File: src/lsu_consts.svh
// widths, memory geometry and access size codes for the memory subsystem
// included by the package and by any module that needs a raw constant

`ifndef LSU_CONSTS_SVH
`define LSU_CONSTS_SVH

`define DATA_W     32          // data word width
`define ADDR_W     32          // byte address width
`define STRB_W     (`DATA_W/8) // one strobe bit per byte lane

// memory window seen by both fetch and load/store
`define MEM_WORDS  256         // 1 KB of words
`define MEM_AW     8           // word index bits, address wraps above this

// access size codes
`define SZ_B       2'b00
`define SZ_H       2'b01
`define SZ_W       2'b10

`endif
File: src/lsu_pkg.sv
// shared types for the load/store unit, fetch unit, arbiter and memory
// modules pull this in with a wildcard import in their header
`default_nettype none

`include "lsu_consts.svh"

package lsu_pkg;

	typedef logic [`DATA_W-1:0] word_t;
	typedef logic [`ADDR_W-1:0] addr_t;
	typedef logic [`STRB_W-1:0] strb_t;

	// execute-stage memory operation
	typedef enum logic [3:0] {
		NOP   = 4'h0, // result is the address itself
		LD_B  = 4'h1,
		LD_H  = 4'h2,
		LD_W  = 4'h3,
		LD_BU = 4'h4,
		LD_HU = 4'h5,
		ST_B  = 4'h6,
		ST_H  = 4'h7,
		ST_W  = 4'h8
	} mem_op_e;

	typedef struct packed {
		mem_op_e op;
		addr_t   addr;  // alu result
		word_t   wdata;
	} lsu_req_t;

	typedef struct packed {
		word_t rdata;    // writeback value
		logic  misalign;
	} lsu_resp_t;

	// peer to memory request, addr is a word address
	typedef struct packed {
		addr_t addr;
		logic  we;
		strb_t strb;
		word_t wdata;
	} bus_req_t;

	typedef enum logic [1:0] {
		IDLE  = 2'b00,
		ISSUE = 2'b01,
		DATA  = 2'b11,
		HOLD  = 2'b10
	} lsu_state_e;

endpackage

`default_nettype wire

File: src/mem_arbiter.sv
// round-robin arbiter for the shared data memory
// fetch and load/store hold their requests until granted; at most one grant
// per cycle, and the grant doubles as the one-cycle memory enable
// on a tie the peer not granted last wins, so load/store wins the first tie
`timescale 1ns/1ns
`default_nettype none

module mem_arbiter import lsu_pkg::*; (
	input  wire      clock,
	input  wire      rstn,
	input  wire      f_valid_i,
	input  bus_req_t f_req_i,
	output logic     f_gnt_o,
	input  wire      l_valid_i,
	input  bus_req_t l_req_i,
	output logic     l_gnt_o,
	output logic     mem_en_o,
	output bus_req_t mem_req_o
);

	logic last_lsu_q; // 0 fetch, 1 load/store

	always_comb begin
		f_gnt_o = 1'b0;
		l_gnt_o = 1'b0;
		if (f_valid_i && l_valid_i) begin
			if (last_lsu_q)
				f_gnt_o = 1'b1;
			else
				l_gnt_o = 1'b1;
		end else begin
			f_gnt_o = f_valid_i;
			l_gnt_o = l_valid_i;
		end
	end

	always_ff @(posedge clock) begin
		if (!rstn)
			last_lsu_q <= 1'b0;
		else if (f_gnt_o || l_gnt_o)
			last_lsu_q <= l_gnt_o;
	end

	assign mem_en_o  = f_gnt_o | l_gnt_o;
	assign mem_req_o = l_gnt_o ? l_req_i : f_req_i;

endmodule

`default_nettype wire

File: config.mk
export PLATFORM = sky130hd
export DESIGN_NAME = mem_arbiter
export DESIGN_NICKNAME = d
export VERILOG_FILES = /design/src/lsu_pkg.sv /design/src/mem_arbiter.sv
export VERILOG_INCLUDE_DIRS = /design/src
export SDC_FILE = /design/constraint.sdc
export NUM_CORES = 1
export LEC_CHECK = 0
export BUFFER_PORTS_ARGS = -buffer_cell sky130_fd_sc_hd__buf_4
export CAP_MARGIN = 20
export CORE_AREA = 8 8 78 80
export CTS_CLUSTER_SIZE = 16
export DETAILED_ROUTE_END_ITERATION = 7
export DIE_AREA = 0 0 86 88
export PLACE_DENSITY = 0.8
export SYNTH_ARGS = -nofsm -noshare
export SYNTH_HDL_FRONTEND = slang
export SYNTH_SLANG_ARGS = --single-unit
File: constraint.sdc
create_clock -name clock -period 3.1 [get_ports clock]
set_input_delay 0.155 -clock clock [delete_from_list [all_inputs] [get_ports clock]]
set_output_delay 0.155 -clock clock [all_outputs]
set_load 0.1 [all_outputs]
==> flow_summary_export.csv <==
group,metric,value,unit
status,run_status,"finished, final reports clean",
final_layout,post_layout_nonfiller_instances,360,
synthesis,yosys.cell_types.count,11,
worst_hold_path,classification_of_the_worst_slack_hold_path,"in -> reg",
timing,finalWorstPathRequiredPeriod,1.68,ns
pwr,power_switching,707,uW
final_layout,reg.largest.list,"last_lsu_q: 1 flops",
worst_hold_path,whs_path_depth,2,
worst_setup_path,crit_path_arrival_time,1.52,ns
global_routing,grt_usage,14.3,%
floorplanning,initial_core_utilization,18.6,%
global_routing,grt_remaining_overflow,0,
final_layout,area.growth.synth_to_final,179,%
timing,worst_clock_skew,0,ns
worst_setup_path,worstSetupStartpointType,"register",
pwr,power.sequential.fraction,1.5,%
clocking,cts_setup_buffers,0,
route,per_cell_via_count_in_the_routed_design,4.14,
clocking,cts-hold-fix-buffers,0,
route,vias,1491,
synthesis,syn_nets,225,
synthesis,postSynthAreaPerCell,11.0,sq um
placed_design,placedInstanceArea,2550,sq um
final_layout,antenna_cells,0,
worst_setup_path,worst_r2r_endpoint,"last_lsu_q$_SDFFE_PN0P_",
timing,timing.final.max_slew_violations,0,
timing,timing.max_slew.rel_slack,75.5,%
worst_setup_path,cp_data_required_time,2.94,ns
global_routing,grt_start_max_net_pins,71,
pwr,p_int,304,uW
route,drt_drc_violations_left,0,
worst_setup_path,timing.reg2reg.setup_slack,2.40,ns
synthesis,count_of_synthesis_stage_warnings_from_yosys,0,
final_layout,layout_commonest_cell,"buf_4",
timing,rsz0062_at_grt,"no",
timing,finalSetupViolations,0,
pwr,static-leakage-power,1.33,nW
pwr,vdd_ir_drop_max,0.233,mV
clocking,clk_latency,0,ns
clocking,clk_pin_slew_worst_paths,0,ns
worst_setup_path,timing.critical_path.slowest_cell_delay,0.40,ns
placed_design,gpl.final_weighted_congestion,0.844,
final_layout,largest-register,"last_lsu_q",
job,timing.max_cap.violations,0,
worst_hold_path,timing.hold.worst_endpoint,"last_lsu_q$_SDFFE_PN0P_",
floorplanning,floorplan.core_area,4910,sq um
synthesis,gate_count_after_technology_mapping,83,
worst_setup_path,timing.critical_path.fanout_max,70,
final_layout,most_used_cells_in_the_layout_excluding_fill_and_tap_cells,"213 x buf_4, 64 x mux2_2, 5 x mux2_1",
placed_design,detailed_place_hpwl,5.59,mm
pwr,share_of_total_power_consumed_by_net_switching,70.0,%
placed_design,numPlacedInstances,360,
synthesis,synth_cell_area,915,sq um
synthesis,ys_ff_latch,1,
worst_setup_path,critical_path.top_delay_family,"buffers and inverters",
timing,timing.final.hold_violations,0,
global_routing,first_global_vias,1629,
worst_setup_path,cp_cell_sequence,"a21boi_4, buf_12, mux2_2, buf_4",
global_routing,global_route_wire_length_before_repair,8.76,mm
route,dr.first_iter.drc_count,34,
timing,fraction_of_the_cycle_the_final_worst_path_needs,54.1,%
worst_hold_path,hold_path_startpoint,"f_valid_i",
route,ant_nets,0,
placed_design,worst_slack_placed,1.44,ns
worst_setup_path,crit_path_top_delay_cell,"mux2_2",
route,detailedRoute.firstPassIterationCount,2,
global_routing,antenna_found_initial,0,
route,drt-total-wl,6.23,mm
clocking,postCtsResizedCells,0,
synthesis,synth_sequential_area_ratio,2.19,%
floorplanning,ios,214,
floorplanning,placementRows,26,
pwr,p_total,1.01,mW
route,wl_per_cell,17.3,um
floorplanning,die_y,88,um
timing,worst_hold_slack,0.390,ns
worst_setup_path,worst_r2r_path_depth,2,
floorplanning,die_width,86,um
final_layout,drive_gt1_share,96.6,%
floorplanning,dieArea,7570,sq um
final_layout,final_cell_area,2550,sq um
timing,tightestPinTransition,0.368,ns
pwr,power_frac_clock,0,%
worst_setup_path,worstReg2RegStart,"last_lsu_q$_SDFFE_PN0P_",
final_layout,final_core_util,51.9,%
worst_setup_path,cp.buffers_inverters,2,
timing,timing.final.ws_setup,1.42,ns
final_layout,flip_flop_count_of_the_largest_register_after_layout,1,
placed_design,port_buffers,213,
worst_setup_path,worstSetupEndpointType,"output pin",
timing,timing.setup.tns,0,ns
timing,max_freq,0.596,GHz
pwr,power_density,396,nW/um^2
final_layout,final_net_count,434,
worst_setup_path,timing.setup.critical_path_class,"reg -> out",
pwr,comb_power_share,98.5,%
-- routing by layer --
metal  part of all wire, %  track usage, %
met1                    34            14.2
met2                    55            28.5
met3                    11            5.35
met4                  0.37           0.637
met5                     0               0
-- power groups by stage --
stage	logic (mW)	clock network [mW]	registers (mW)
5_1_grt	1.02	0	0.0159
6_report	0.995	0	0.0156
3_3_place_gp	0.992	0	0.0155
4_1_cts	1.00	0	0.0156
2_1_floorplan	0.738	0	0.0154
3_5_place_dp	0.999	0	0.0157
-- worst register-to-register path, delay by kind of cell (launching register included) --
family | cells | cell delay [ns]
flops | 1 | 0.33
compound gates | 2 | 0.25
-- synthesized netlist by cell type (all sizes together) --
library cell,instances,share of area (%)
mux2,69,85
or2,1,0.68
dfxtp,1,2.2
inv,1,0.41
a21boi,2,2.9
buf,7,7.8
a21oi,1,0.55
o21ai,1,0.55
-- cell type report --
class / count / area, sq um
Fill cell: 467 / 2360
Timing Repair Buffer: 214 / 1620
Inverter: 1 / 3.75
Multi-Input combinational cell: 74 / 820
Sequential cell: 1 / 20.0
Tap cell: 70 / 87.6
-- worst max path at each step --
stage / from / to / slack (ns) / cells after the start
global route: last_lsu_q$_SDFFE_PN0P_ / mem_req_o[61] / 1.38 / 4
detailed placement: last_lsu_q$_SDFFE_PN0P_ / mem_req_o[61] / 1.44 / 4
global placement: last_lsu_q$_SDFFE_PN0P_ / mem_req_o[61] / 1.47 / 4
finish: last_lsu_q$_SDFFE_PN0P_ / mem_req_o[61] / 1.42 / 4
CTS: last_lsu_q$_SDFFE_PN0P_ / mem_req_o[61] / 1.44 / 4
floorplan: last_lsu_q$_SDFFE_PN0P_ / f_gnt_o / 0.35 / 2
-- logic make-up (layout without fill, tap and decap cells) --
family	after synthesis	count (layout)	share of synthesized area, %
AOI/OAI and AO/OA	4	4	3.97
buffers and inverters	8	215	8.21
DFF	1	1	2.19
and+or+nand+nor	1	1	0.684
muxes	69	69	85.0
No activity file was read; power rests on OpenSTA's default activity.
