--- src/lsu_consts.svh ---
// widths, memory geometry and access size codes for the memory subsystem
// included by the package and by any module that needs a raw constant

`ifndef LSU_CONSTS_SVH
`define LSU_CONSTS_SVH

`define DATA_W     32          // data word width
`define ADDR_W     32          // byte address width
`define STRB_W     (`DATA_W/8) // one strobe bit per byte lane

// memory window seen by both fetch and load/store
`define MEM_WORDS  256         // 1 KB of words
`define MEM_AW     8           // word index bits, address wraps above this

// access size codes
`define SZ_B       2'b00
`define SZ_H       2'b01
`define SZ_W       2'b10

`endif
--- src/lsu_pkg.sv ---
// shared types for the load/store unit, fetch unit, arbiter and memory
// modules pull this in with a wildcard import in their header
`default_nettype none

`include "lsu_consts.svh"

package lsu_pkg;

	typedef logic [`DATA_W-1:0] word_t;
	typedef logic [`ADDR_W-1:0] addr_t;
	typedef logic [`STRB_W-1:0] strb_t;

	// execute-stage memory operation
	typedef enum logic [3:0] {
		NOP   = 4'h0, // result is the address itself
		LD_B  = 4'h1,
		LD_H  = 4'h2,
		LD_W  = 4'h3,
		LD_BU = 4'h4,
		LD_HU = 4'h5,
		ST_B  = 4'h6,
		ST_H  = 4'h7,
		ST_W  = 4'h8
	} mem_op_e;

	typedef struct packed {
		mem_op_e op;
		addr_t   addr;  // alu result
		word_t   wdata;
	} lsu_req_t;

	typedef struct packed {
		word_t rdata;    // writeback value
		logic  misalign;
	} lsu_resp_t;

	// peer to memory request, addr is a word address
	typedef struct packed {
		addr_t addr;
		logic  we;
		strb_t strb;
		word_t wdata;
	} bus_req_t;

	typedef enum logic [1:0] {
		IDLE  = 2'b00,
		ISSUE = 2'b01,
		DATA  = 2'b11,
		HOLD  = 2'b10
	} lsu_state_e;

endpackage

`default_nettype wire

--- src/fetch_unit.sv ---
// instruction fetch peer
// a start strobe latches the pc and requests one word read, the word comes
// back with a one-cycle done strobe the cycle after the grant
// starts that arrive while a fetch is pending are dropped
`timescale 1ns/1ns
`default_nettype none

module fetch_unit import lsu_pkg::*; (
	input  wire      clock,
	input  wire      rstn,
	input  wire      fetch_start_i,
	input  addr_t    fetch_pc_i,
	output logic     fetch_done_o,
	output word_t    fetch_insn_o,
	output logic     bus_valid_o,
	output bus_req_t bus_req_o,
	input  wire      bus_gnt_i,
	input  word_t    bus_rdata_i
);

	logic  busy_q;
	logic  done_q;
	addr_t pc_q;

	always_ff @(posedge clock) begin
		if (!rstn) begin
			busy_q <= 1'b0;
			done_q <= 1'b0;
		end else begin
			done_q <= busy_q & bus_gnt_i; // data lands one cycle after grant
			if (!busy_q && fetch_start_i)
				busy_q <= 1'b1;
			else if (bus_gnt_i)
				busy_q <= 1'b0;
		end
	end

	always_ff @(posedge clock) begin
		if (!busy_q && fetch_start_i)
			pc_q <= fetch_pc_i;
	end

	// word aligned instructions, low pc bits dropped
	assign bus_valid_o     = busy_q;
	assign bus_req_o.addr  = pc_q >> 2;
	assign bus_req_o.we    = 1'b0;
	assign bus_req_o.strb  = '0;
	assign bus_req_o.wdata = '0;

	assign fetch_done_o = done_q;
	assign fetch_insn_o = done_q ? bus_rdata_i : '0;

endmodule

`default_nettype wire

--- config.mk ---
export PLATFORM = sky130hd
export DESIGN_NAME = fetch_unit
export DESIGN_NICKNAME = d
export VERILOG_FILES = /design/src/lsu_pkg.sv /design/src/fetch_unit.sv
export VERILOG_INCLUDE_DIRS = /design/src
export SDC_FILE = /design/constraint.sdc
export NUM_CORES = 1
export LEC_CHECK = 0
export ABC_AREA = 1
export BUFFER_PORTS_ARGS = -buffer_cell sky130_fd_sc_hd__buf_2
export CAP_MARGIN = 20
export CORE_UTILIZATION = 35
export CTS_BUF_LIST = sky130_fd_sc_hd__clkbuf_4
export CTS_CLUSTER_DIAMETER = 80
export DETAILED_ROUTE_END_ITERATION = 8
export PLACE_DENSITY = 0.82
export REMOVE_ABC_BUFFERS = 1
export SLEW_MARGIN = 20
export SYNTH_ARGS = -nofsm -noshare
export SYNTH_HDL_FRONTEND = slang
export SYNTH_SLANG_ARGS = --single-unit
--- constraint.sdc ---
create_clock -name clock -period 2.9 [get_ports clock]
set_clock_uncertainty 0.2 [all_clocks]
set_input_delay 0.145 -clock clock [delete_from_list [all_inputs] [get_ports clock]]
set_output_delay 0.145 -clock clock [all_outputs]
set_load 0.05 [all_outputs]
==> results by stage <==
Setup path:
- The slowest cell on the critical path is sky130_fd_sc_hd__dfxtp_1.
- STA puts the critical path data arrival time at roughly 1.8 ns.
- For this run, the slowest stage of the critical path takes just under 1 ns.
- The startpoint type of the worst setup path is a flop.
- The biggest fanout along the worst timing path is 33.
- Among cell families on the critical path, the largest total delay comes from flip-flops.
- The critical path contains buffers and inverters numbering 2 combined.
- The classification of the worst setup path is reg -> out.
- The element type at the critical path end is a primary output.
- At the worst endpoint, the required time is between 2 and 3 ns.
- The signal on the critical path passes through nand2_1 -> inv_1 -> buf_2.

Flow run:
- The max-cap check violation count is 0.

CTS:
- The setup fix buffers added after clock tree synthesis is 0.
- TritonCTS built the clock tree.
- At the later pin of the worst-skew pair, clock insertion delay measures 0.31 ns.
- Clock-pin slew was measured on the worst setup and hold paths at 0.10 ns.
- In this run, post-CTS repair resized a total of 0 instances.
- In this run, post-CTS hold repair placed 34 buffers.
- The number of clock buffers added by TritonCTS is 5.
- The number of clock sinks is 32.
- The tree is rooted in a sky130_fd_sc_hd__clkbuf_4.
- The clock tree synthesis step divided the H-tree into 2 levels.
- The longest clock path from root to sink contains 2 buffers.

Floorplan:
- For this configuration, the core starts out at a cell density of 0.375.
- The number of top-level pins is 171.
- The chip width is 68.4 um.
- The core outline area is between 0.004 and 0.005 sq mm.
- The floorplan step defined a die boundary enclosing about 0.0047 sq mm.
- The number of rows created at floorplan is 23.
- The height of the chip is between 60 and 70 um.

Finish:
- The area growth from synthesis to layout is 61.6%.
- Leaving out filler cells and counting taps, the final layout contains 365.
- The number of antenna diodes in the final layout is 0.
- The final net count is about 380.
- The library cell used most frequently in the layout, excluding fill and tap cells, is sky130_fd_sc_hd__buf_2.
- In the layout the commonest cells are sky130_fd_sc_hd__buf_2, sky130_fd_sc_hd__conb_1, sky130_fd_sc_hd__inv_1, sky130_fd_sc_hd__nand2_1, sky130_fd_sc_hd__dlygate4sd3_1.
- In the final layout, the share of cells above drive strength 1 is 0.435.

Detailed routing:
- The first-iteration detailed-routing DRC count is 33.
- Summed over all layers, the routed wires come to roughly 3800 um.
- The remaining design rule violation count is 0.
- For this block, the via count after detailed routing is between 1k and 1.5k.
- The via density per instance is around 3.8.
- The post-route antenna net violation count is 0.
- The pre-antenna-repair detailed-routing pass consisted of 4 iterations.
- The routed wire length per instance is approximately 10 um.

Global route:
- In the global route stage, overall resource usage came out at 0.154.
- The total congestion overflow after global routing is 0.
- The maximum number of pins on one net before global-route repair is 34.
- The via count of the first global-routing pass is 1122.
- The initial antenna violation count is 0.
- The first global-routing pass estimated slightly below 5000 um of wire.

Placement:
- The final weighted congestion in routability-driven placement is ~0.65.
- The cell count after placement is roughly 320.
- Input and output buffers added on the ports amount to ~130.
- Detailed placement ended at an HPWL of 2730 um.

Power and ir drop:
- The power density over cell area is roughly 500 mW/mm^2.
- The peak ir drop on the vdd network is 0.000362 V.
- The leakage power total is 1.54 nW.

STA:
- The max-slew violation count is 0.
- Based on the critical path, the design can be clocked at up to 0.461 GHz.
- The worst pin sits at a relative slew slack of 0.346.
- Setup repair after global routing left no endpoint under its margin.
- The minimum clock period is approximately 2.2 ns.
- The count of endpoints failing setup in the final report is 0.
- In the finished design, the share of the clock period the worst path needs comes to 0.748.
- The worst-margin pin slew is slightly below 1 ns.
- The count of final hold-check violations was 0.
- The aggregate negative setup slack is 0 ns.

Synth:
- In this run, synthesis produced a sequential element count of 32.
- The cell type with the largest total area after synthesis is sky130_fd_sc_hd__edfxtp_1.
- The post-synthesis instance area is about 0.0015 sq mm.
- The average instance in the mapped netlist occupies around 10 sq um.
- Synthesis produced roughly 150 cells.
- The share of the yosys chip area belonging to registers is 0.610.
- Of the post-synthesis cell area, the dominant cell type holds 0.584.
- After synthesis, the cell types taking the most area are sky130_fd_sc_hd__edfxtp_1, sky130_fd_sc_hd__buf_4, sky130_fd_sc_hd__inv_1.
- The count of distinct cell types in the synthesized netlist is 8.
- The number of synthesis warnings is 0.

Worst hold path:
- The min-delay analysis places its worst path in the category in -> reg.

Run status:
- The flow ran to the end, and the final reports show no timing, DRC or antenna violations.
worst paths after layout:
kind	startpoint	to	slack (ns)	cells after the start
worst min-delay path	fetch_pc_i[9]	pc_q[9]$_DFFE_PP_	0.33	2
worst max-delay path	fetch_done_o$_SDFF_PN0_	fetch_insn_o[16]	0.73	3
worst min register to register	bus_valid_o$_SDFFE_PN0P_	pc_q[30]$_DFFE_PP_	0.68	2
worst max register to register	bus_valid_o$_SDFFE_PN0P_	bus_valid_o$_SDFFE_PN0P_	1.48	4
Yosys cell counts:
library cell	n
sky130_fd_sc_hd__inv_1	34
sky130_fd_sc_hd__buf_4	39
sky130_fd_sc_hd__edfxtp_1	30
sky130_fd_sc_hd__nor2_1	4
sky130_fd_sc_hd__nand2_1	34
sky130_fd_sc_hd__conb_1	1
sky130_fd_sc_hd__buf_6	3
sky130_fd_sc_hd__dfxtp_1	2
power by group:
part | switching, W | internal (W) | total (W)
combinational | 0.000284 | 0.0000889 | 0.000372
sequential | 0.0000106 | 0.000537 | 0.000548
clock | 0.000144 | 0.000176 | 0.000320
total | 0.000439 | 0.000802 | 0.00124
layout make-up:
cell class	count	area, sq um
Fill cell	348	1620
Multi-Input combinational cell	77	292
Tap cell	50	62.6
Clock inverter	3	37.5
Inverter	34	128
Sequential cell	32	941
Clock buffer	5	37.5
Timing Repair Buffer	164	993
metal layers:
| layer | vias to the layer above | share of wire | GRT usage |
|---|---|---|---|
| met5 | - | 0 | 0 |
| met4 | 0 | 0.0094 | 0.0469 |
| met3 | 6 | 0.080 | 0.0717 |
| met2 | 78 | 0.56 | 0.275 |
| met1 | 619 | 0.35 | 0.158 |
| li1 | 689 | - | - |
sequential cells by signal, summed over array words and instances (netlist names):
signal / flops
fetch_done_o: 1
pc_q: 30
bus_valid_o: 1
metrics by stage:
step / total power (W) / instance area, sq um / utilization / setup WS [ns] / hold slack, ns
floorplan: 0.000813 / 1360 / - / 0.438 / 0.0439
global placement: 0.000891 / 2080 / 0.504 / 1.14 / 0.121
detailed placement: 0.000894 / 2080 / 0.504 / 1.09 / 0.123
CTS: 0.00124 / 2490 / 0.605 / 0.742 / 0.318
global route: 0.00130 / 2490 / 0.605 / 0.529 / 0.299
finish: 0.00124 / 2490 / 0.605 / 0.732 / 0.333
cells by family after synthesis:
| logic type | Yosys count | share of synthesized area |
|---|---|---|
| buf+inv | 76 | 0.295 |
| simple gates | 38 | 0.0925 |
| flops | 32 | 0.610 |
| other cells | 1 | 0.00243 |
(Power assumes the default switching activity.)
