===== config.mk =====
export PLATFORM = sky130hd
export DESIGN_NAME = lsu_unit
export DESIGN_NICKNAME = d
export VERILOG_FILES = /design/src/lsu_pkg.sv /design/src/lsu_unit.sv
export VERILOG_INCLUDE_DIRS = /design/src
export SDC_FILE = /design/constraint.sdc
export NUM_CORES = 1
export LEC_CHECK = 0
export ABC_CLOCK_PERIOD_IN_PS = 4200
export BUFFER_PORTS_ARGS = -buffer_cell sky130_fd_sc_hd__buf_2
export CELL_PAD_IN_SITES_DETAIL_PLACEMENT = 0
export CELL_PAD_IN_SITES_GLOBAL_PLACEMENT = 1
export CORE_MARGIN = 5
export CORE_UTILIZATION = 37
export CTS_BUF_LIST = sky130_fd_sc_hd__clkbuf_4 sky130_fd_sc_hd__clkbuf_8 sky130_fd_sc_hd__clkbuf_16
export CTS_CLUSTER_DIAMETER = 30
export DETAILED_ROUTE_END_ITERATION = 12
export PLACE_DENSITY = 0.77
export SLEW_MARGIN = 15
export SYNTH_ARGS = -nofsm -noshare
export SYNTH_HDL_FRONTEND = slang
export SYNTH_SLANG_ARGS = --single-unit

===== constraint.sdc =====
create_clock -name clock -period 4.2 [get_ports clock]
set_input_delay 0.21 -clock clock [delete_from_list [all_inputs] [get_ports clock]]
set_output_delay 0.21 -clock clock [all_outputs]
set_load 0.005 [all_outputs]

===== src/lsu_consts.svh =====
// widths, memory geometry and access size codes for the memory subsystem
// included by the package and by any module that needs a raw constant

`ifndef LSU_CONSTS_SVH
`define LSU_CONSTS_SVH

`define DATA_W     32          // data word width
`define ADDR_W     32          // byte address width
`define STRB_W     (`DATA_W/8) // one strobe bit per byte lane

// memory window seen by both fetch and load/store
`define MEM_WORDS  256         // 1 KB of words
`define MEM_AW     8           // word index bits, address wraps above this

// access size codes
`define SZ_B       2'b00
`define SZ_H       2'b01
`define SZ_W       2'b10

`endif

===== src/lsu_pkg.sv =====
// shared types for the load/store unit, fetch unit, arbiter and memory
// modules pull this in with a wildcard import in their header
`default_nettype none

`include "lsu_consts.svh"

package lsu_pkg;

	typedef logic [`DATA_W-1:0] word_t;
	typedef logic [`ADDR_W-1:0] addr_t;
	typedef logic [`STRB_W-1:0] strb_t;

	// execute-stage memory operation
	typedef enum logic [3:0] {
		NOP   = 4'h0, // result is the address itself
		LD_B  = 4'h1,
		LD_H  = 4'h2,
		LD_W  = 4'h3,
		LD_BU = 4'h4,
		LD_HU = 4'h5,
		ST_B  = 4'h6,
		ST_H  = 4'h7,
		ST_W  = 4'h8
	} mem_op_e;

	typedef struct packed {
		mem_op_e op;
		addr_t   addr;  // alu result
		word_t   wdata;
	} lsu_req_t;

	typedef struct packed {
		word_t rdata;    // writeback value
		logic  misalign;
	} lsu_resp_t;

	// peer to memory request, addr is a word address
	typedef struct packed {
		addr_t addr;
		logic  we;
		strb_t strb;
		word_t wdata;
	} bus_req_t;

	typedef enum logic [1:0] {
		IDLE  = 2'b00,
		ISSUE = 2'b01,
		DATA  = 2'b11,
		HOLD  = 2'b10
	} lsu_state_e;

endpackage

`default_nettype wire


===== src/lsu_unit.sv =====
// load/store unit between execute and writeback
// takes one request per valid/ready handshake, places store data and strobes
// in the right byte lanes, and shifts and extends load data for writeback
// NOP and misaligned accesses finish without touching the bus
`timescale 1ns/1ns
`default_nettype none

`include "lsu_consts.svh"

module lsu_unit import lsu_pkg::*; (
	input  wire       clock,
	input  wire       rstn,
	input  wire       ex_valid_i,
	input  lsu_req_t  ex_req_i,
	output logic      ex_ready_o,
	output logic      wb_valid_o,
	output lsu_resp_t wb_resp_o,
	input  wire       wb_ready_i,
	output logic      bus_valid_o,
	output bus_req_t  bus_req_o,
	input  wire       bus_gnt_i,
	input  word_t     bus_rdata_i
);

	lsu_state_e state_q, state_d;
	lsu_req_t   req_q;
	lsu_resp_t  resp_q;
	logic       accept;
	logic       ex_misalign;
	logic       skip_bus;
	logic [1:0] off_q;
	strb_t      size_strb;
	word_t      shifted;
	word_t      ld_val;

	function automatic logic [1:0] size_of(input mem_op_e op);
		case (op)
			LD_B, LD_BU, ST_B: size_of = `SZ_B;
			LD_H, LD_HU, ST_H: size_of = `SZ_H;
			default:           size_of = `SZ_W;
		endcase
	endfunction

	function automatic logic is_store(input mem_op_e op);
		is_store = (op == ST_B) || (op == ST_H) || (op == ST_W);
	endfunction

	// halfword on odd byte, word off a word boundary
	function automatic logic misaligned(input mem_op_e op, input logic [1:0] off);
		if (op == NOP)
			misaligned = 1'b0;
		else if (size_of(op) == `SZ_H)
			misaligned = off[0];
		else if (size_of(op) == `SZ_W)
			misaligned = |off;
		else
			misaligned = 1'b0;
	endfunction

	assign ex_ready_o  = (state_q == IDLE);
	assign accept      = ex_valid_i & ex_ready_o;
	assign ex_misalign = misaligned(ex_req_i.op, ex_req_i.addr[1:0]);
	assign skip_bus    = (ex_req_i.op == NOP) | ex_misalign;

	always_comb begin
		state_d = state_q;
		case (state_q)
			IDLE:  if (accept) state_d = skip_bus ? HOLD : ISSUE;
			ISSUE: if (bus_gnt_i) state_d = DATA; // stay until arbiter picks us
			DATA:  state_d = HOLD;
			HOLD:  if (wb_ready_i) state_d = IDLE;
			default: state_d = IDLE;
		endcase
	end

	always_ff @(posedge clock) begin
		if (!rstn)
			state_q <= IDLE;
		else
			state_q <= state_d;
	end

	// store side: lane placement from the low address bits
	assign off_q = req_q.addr[1:0];

	always_comb begin
		case (size_of(req_q.op))
			`SZ_B:   size_strb = strb_t'(4'b0001);
			`SZ_H:   size_strb = strb_t'(4'b0011);
			default: size_strb = strb_t'(4'b1111);
		endcase
	end

	assign bus_valid_o     = (state_q == ISSUE);
	assign bus_req_o.addr  = req_q.addr >> 2;
	assign bus_req_o.we    = is_store(req_q.op);
	assign bus_req_o.strb  = is_store(req_q.op) ? strb_t'(size_strb << off_q) : '0;
	assign bus_req_o.wdata = req_q.wdata << {off_q, 3'b000};

	// load side: bring the addressed byte down to lane 0, then extend
	assign shifted = bus_rdata_i >> {off_q, 3'b000};

	always_comb begin
		case (req_q.op)
			LD_B:    ld_val = {{24{shifted[7]}}, shifted[7:0]};
			LD_BU:   ld_val = {24'b0, shifted[7:0]};
			LD_H:    ld_val = {{16{shifted[15]}}, shifted[15:0]};
			LD_HU:   ld_val = {16'b0, shifted[15:0]};
			default: ld_val = shifted;
		endcase
	end

	always_ff @(posedge clock) begin
		if (accept) begin
			req_q <= ex_req_i;
			if (skip_bus) begin
				resp_q.rdata    <= ex_misalign ? '0 : ex_req_i.addr;
				resp_q.misalign <= ex_misalign;
			end
		end
		if (state_q == DATA) begin // read data valid this cycle
			resp_q.rdata    <= is_store(req_q.op) ? req_q.addr : ld_val;
			resp_q.misalign <= 1'b0;
		end
	end

	assign wb_valid_o = (state_q == HOLD);
	assign wb_resp_o  = resp_q; // held until writeback takes it

endmodule

`default_nettype wire


==> impl_table.tex <==
\begin{tabular}{lr}
\hline
Metric & Value \\
\hline
\multicolumn{2}{l}{\textbf{Logic synthesis}} \\
Synthesis warning total & 0 \\
Number of unique standard cell types used by synthesis & 44 \\
Number of cells produced by synthesis & roughly 460 \\
Register area share after synthesis & 0.577 \\
Mean cell area of the mapped netlist & about 12 um2 \\
Top flip-flop cell by instance count after synthesis & sky130\_fd\_sc\_hd\_\_edfxtp\_1 \\
Flip-flop and latch count after synthesis & roughly 100 \\
Post-synthesis instance area & 5310 um2 \\
Share of synthesized registers carrying an async set or reset & 0 \\
EDFF count, synth & 100 \\
\multicolumn{2}{l}{\textbf{STA}} \\
Fmax & around 350 MHz \\
Unrepaired setup endpoints after global routing & no \\
Clock period minus worst slack & approximately 2900 ps \\
Transition time at the pin with the least slew margin & 1090 ps \\
Setup Total Neg Slack & 0 ps \\
Number of failing hold endpoints at the final stage & 0 \\
Final cycle utilization of the critical path & 0.685 \\
Total count of max-transition violations in the final report & 0 \\
Endpoints failing setup & 0 \\
Slew headroom & 0.267 \\
Clock Skew & $\sim$9.5 ps \\
\multicolumn{2}{l}{\textbf{Worst setup path}} \\
Required time at the worst-slack endpoint & around 4000 ps \\
Data arrival, critical path & 2670 ps \\
Critical-path maximum fanout & 39 \\
Type of element launching the critical path & flop \\
Critical path start-end classification & flop to primary output \\
Setup slack, reg-to-reg & 1430 ps \\
Category of the worst setup path capture point & primary output \\
\multicolumn{2}{l}{\textbf{Drt}} \\
First-pass iteration count of the detailed router & 5 \\
Number of DRC markers after the initial detailed-route iteration & roughly 350 \\
Total DRC errors in the routed layout & 0 \\
Number of antenna-violating nets in the routed design & 0 \\
Average wire length per cell after detail routing & about 19 um \\
Total routed wirelength & between 15 and 20 mm \\
Via total after detailed routing & roughly 4.2k \\
Via count normalized by instance count & 5.24 \\
\multicolumn{2}{l}{\textbf{Power}} \\
Internal power consumption & about 1.8 mW \\
Relative contribution of combinational cells to total power & 0.180 \\
Part of the total power dissipated in sequential elements & 0.512 \\
PwrDens & between 300 and 400 nW/um2 \\
Sw frac & 0.270 \\
Net switching power figure & slightly below 700 uW \\
Fraction of power consumed by the clock network & 0.308 \\
Overall power & 2.50 mW \\
Peak supply drop & between 0.2 and 0.25 mV \\
Total leakage power & about 2.8 nW \\
\multicolumn{2}{l}{\textbf{Clocking}} \\
Clock slew at the register clock pins of the worst setup and hold paths & around 70 ps \\
Number of buffers created by CTS & 9 \\
Post-cts resize count & 0 \\
Number of clock sinks & between 100 and 150 \\
Buffer cell driving the clock tree root & sky130\_fd\_sc\_hd\_\_clkbuf\_16 \\
Clk Latency, worst-skew pair & 340 ps \\
TritonCTS clock tree & built \\
Deepest level of the CTS H-tree & 3 \\
Hold-fix buffer count after cts & 0 \\
Post-CTS setup buffers & 0 \\
Maximum count of clock buffers along a single path & 2 \\
\multicolumn{2}{l}{\textbf{Die}} \\
Area of the core & 14000 um2 \\
Top-level I/O count & 210 \\
Horizontal die dimension & between 100 and 150 um \\
Die Outline Area & 16800 um2 \\
FP Rows & 43 \\
Effective utilization at floorplan & 0.379 \\
Height of the chip & 130 um \\
\multicolumn{2}{l}{\textbf{Cells and area}} \\
Finished Cell Area & about 6500 um2 \\
Register Area & roughly 3100 um2 \\
Fraction of final layout cells sized beyond drive strength 1 & 0.386 \\
Layout area overhead & 23.3\% \\
Final net count & roughly 730 \\
Multi-input combinational cell area & 1880 um2 \\
Final-layout fill cell count & $\sim$1.4k \\
\multicolumn{2}{l}{\textbf{Run status}} \\
Status & completed \\
\multicolumn{2}{l}{\textbf{Flow run}} \\
Number of violations of the max-capacitance limit & 0 \\
\multicolumn{2}{l}{\textbf{Placement}} \\
Placement-stage cell area & around 6300 um2 \\
Count of buffers inserted at the top-level ports & roughly 210 \\
Final weighted congestion of routability-driven global placement & $\sim$0.8 \\
Dpl hpwl & roughly 11 mm \\
\multicolumn{2}{l}{\textbf{GRT}} \\
Pin count of the biggest net entering global routing & 65 \\
Total gr overflow & 0 \\
Global-route usage over all layers & 0.177 \\
Via count of the first global-routing pass & between 4k and 5k \\
Wire length of the first global-routing pass & around 23 mm \\
Initial antenna violation count & 0 \\
\multicolumn{2}{l}{\textbf{Min path}} \\
Classification of the worst-slack hold path & input port to flop \\
\hline
\end{tabular}
==> layer usage <==
layer  track usage  wire [um]  vias up
met5             0          0        -
met4        0.0471        193        0
met3        0.0540       1540       12
met2         0.298       7490      211
met1         0.223       6210     2014
li1              -          -     2005
==> cell families after synthesis <==
logic type / Yosys count / share of synthesized area
compound gates: 134 / 0.163
simple gates: 113 / 0.102
other cells: 1 / 0.000707
mux: 41 / 0.0804
flops: 103 / 0.577
buf+inv: 68 / 0.0745
xor+xnor: 1 / 0.00165
==> registers in the layout, indices dropped and copies added, names as in the netlist <==
name,cells
req_q,36
state_q,2
off_q,2
wb_resp_o,33
bus_req_o,30
==> layout by cell type (no fill, tap or decap), drive strengths merged, types with 5 or more instances in the layout <==
cell type,n
nor2,20
buf,213
and2,9
nor2b,16
o21a,10
o21ai,43
a21o,10
a2bb2oi,5
a21oi,31
mux2i,37
o221ai,9
edfxtp,100
clkbuf,9
nand2,53
inv,8
a211oi,16
==> stage by stage <==
step	hold WS, ps	utilization	cells	setup WS (ps)
floorplan	309	-	462	745
global placement	386	0.448	793	1500
detailed placement	388	0.448	793	1410
CTS	24.2	0.468	809	1310
global route	14.6	0.468	809	1190
finish	40.3	0.468	810	1320
==> cell type report <==
| cell class | instances | share of cell area |
|---|---|---|
| Timing Repair Buffer | 213 | 0.165 |
| Sequential cell | 103 | 0.468 |
| Inverter | 6 | 0.00344 |
| Clock inverter | 7 | 0.00727 |
| Multi-Input combinational cell | 291 | 0.287 |
| Tap cell | 180 | 0.0344 |
| Clock buffer | 9 | 0.0344 |
| Antenna cell | 1 | 0.000382 |
==> Yosys cell counts (2+ instances only) <==
cell type                   instances  area share
sky130_fd_sc_hd__inv_1              6      0.0042
sky130_fd_sc_hd__nor2b_1           16       0.019
sky130_fd_sc_hd__and2_1             9       0.011
sky130_fd_sc_hd__o21a_1            10       0.014
sky130_fd_sc_hd__or2_2              2      0.0024
sky130_fd_sc_hd__buf_4             32       0.045
sky130_fd_sc_hd__a21oi_1           31       0.029
sky130_fd_sc_hd__a2bb2oi_1          5      0.0083
sky130_fd_sc_hd__nand2_1           53       0.037
sky130_fd_sc_hd__a221oi_1           2      0.0033
sky130_fd_sc_hd__clkbuf_1          22       0.016
sky130_fd_sc_hd__nor3_1             3      0.0028
sky130_fd_sc_hd__a211oi_1          16       0.023
sky130_fd_sc_hd__mux2i_1           37       0.070
sky130_fd_sc_hd__nor2_1            20       0.014
sky130_fd_sc_hd__mux2_2             3      0.0064
sky130_fd_sc_hd__a21o_1            10       0.014
sky130_fd_sc_hd__buf_1              2      0.0014
sky130_fd_sc_hd__o21ai_0           43       0.041
sky130_fd_sc_hd__a311oi_1           2      0.0033
sky130_fd_sc_hd__dfxtp_1            3       0.011
sky130_fd_sc_hd__buf_2              4      0.0038
sky130_fd_sc_hd__o221ai_1           9       0.015
sky130_fd_sc_hd__edfxtp_1         100        0.57
sky130_fd_sc_hd__buf_6              2      0.0042
==> power by group through the flow <==
stage	Sequential [mW]	Clock (mW)	Combinational, mW
finish	1.28	0.771	0.451
CTS	1.28	0.792	0.460
global route	1.29	0.838	0.497
global placement	1.30	0	0.451
floorplan	1.30	0	0.266
detailed placement	1.31	0	0.458
==> critical path: stages (launching register included) <==
cell                       delay [ps]
sky130_fd_sc_hd__edfxtp_1         520
sky130_fd_sc_hd__nor4b_1          910
sky130_fd_sc_hd__nor2_4           380
sky130_fd_sc_hd__a221oi_1         330
sky130_fd_sc_hd__buf_2            200
==> path summary, 6_finish.rpt <==
check,from,end,depth (start not counted)
min,ex_req_i[18],req_q[18],1
max,req_q[64],bus_req_o[34],4
max reg2reg,off_q[1],wb_resp_o[29],6
min reg2reg,wb_resp_o[0],wb_resp_o[0],2
(Power assumes the default switching activity.)
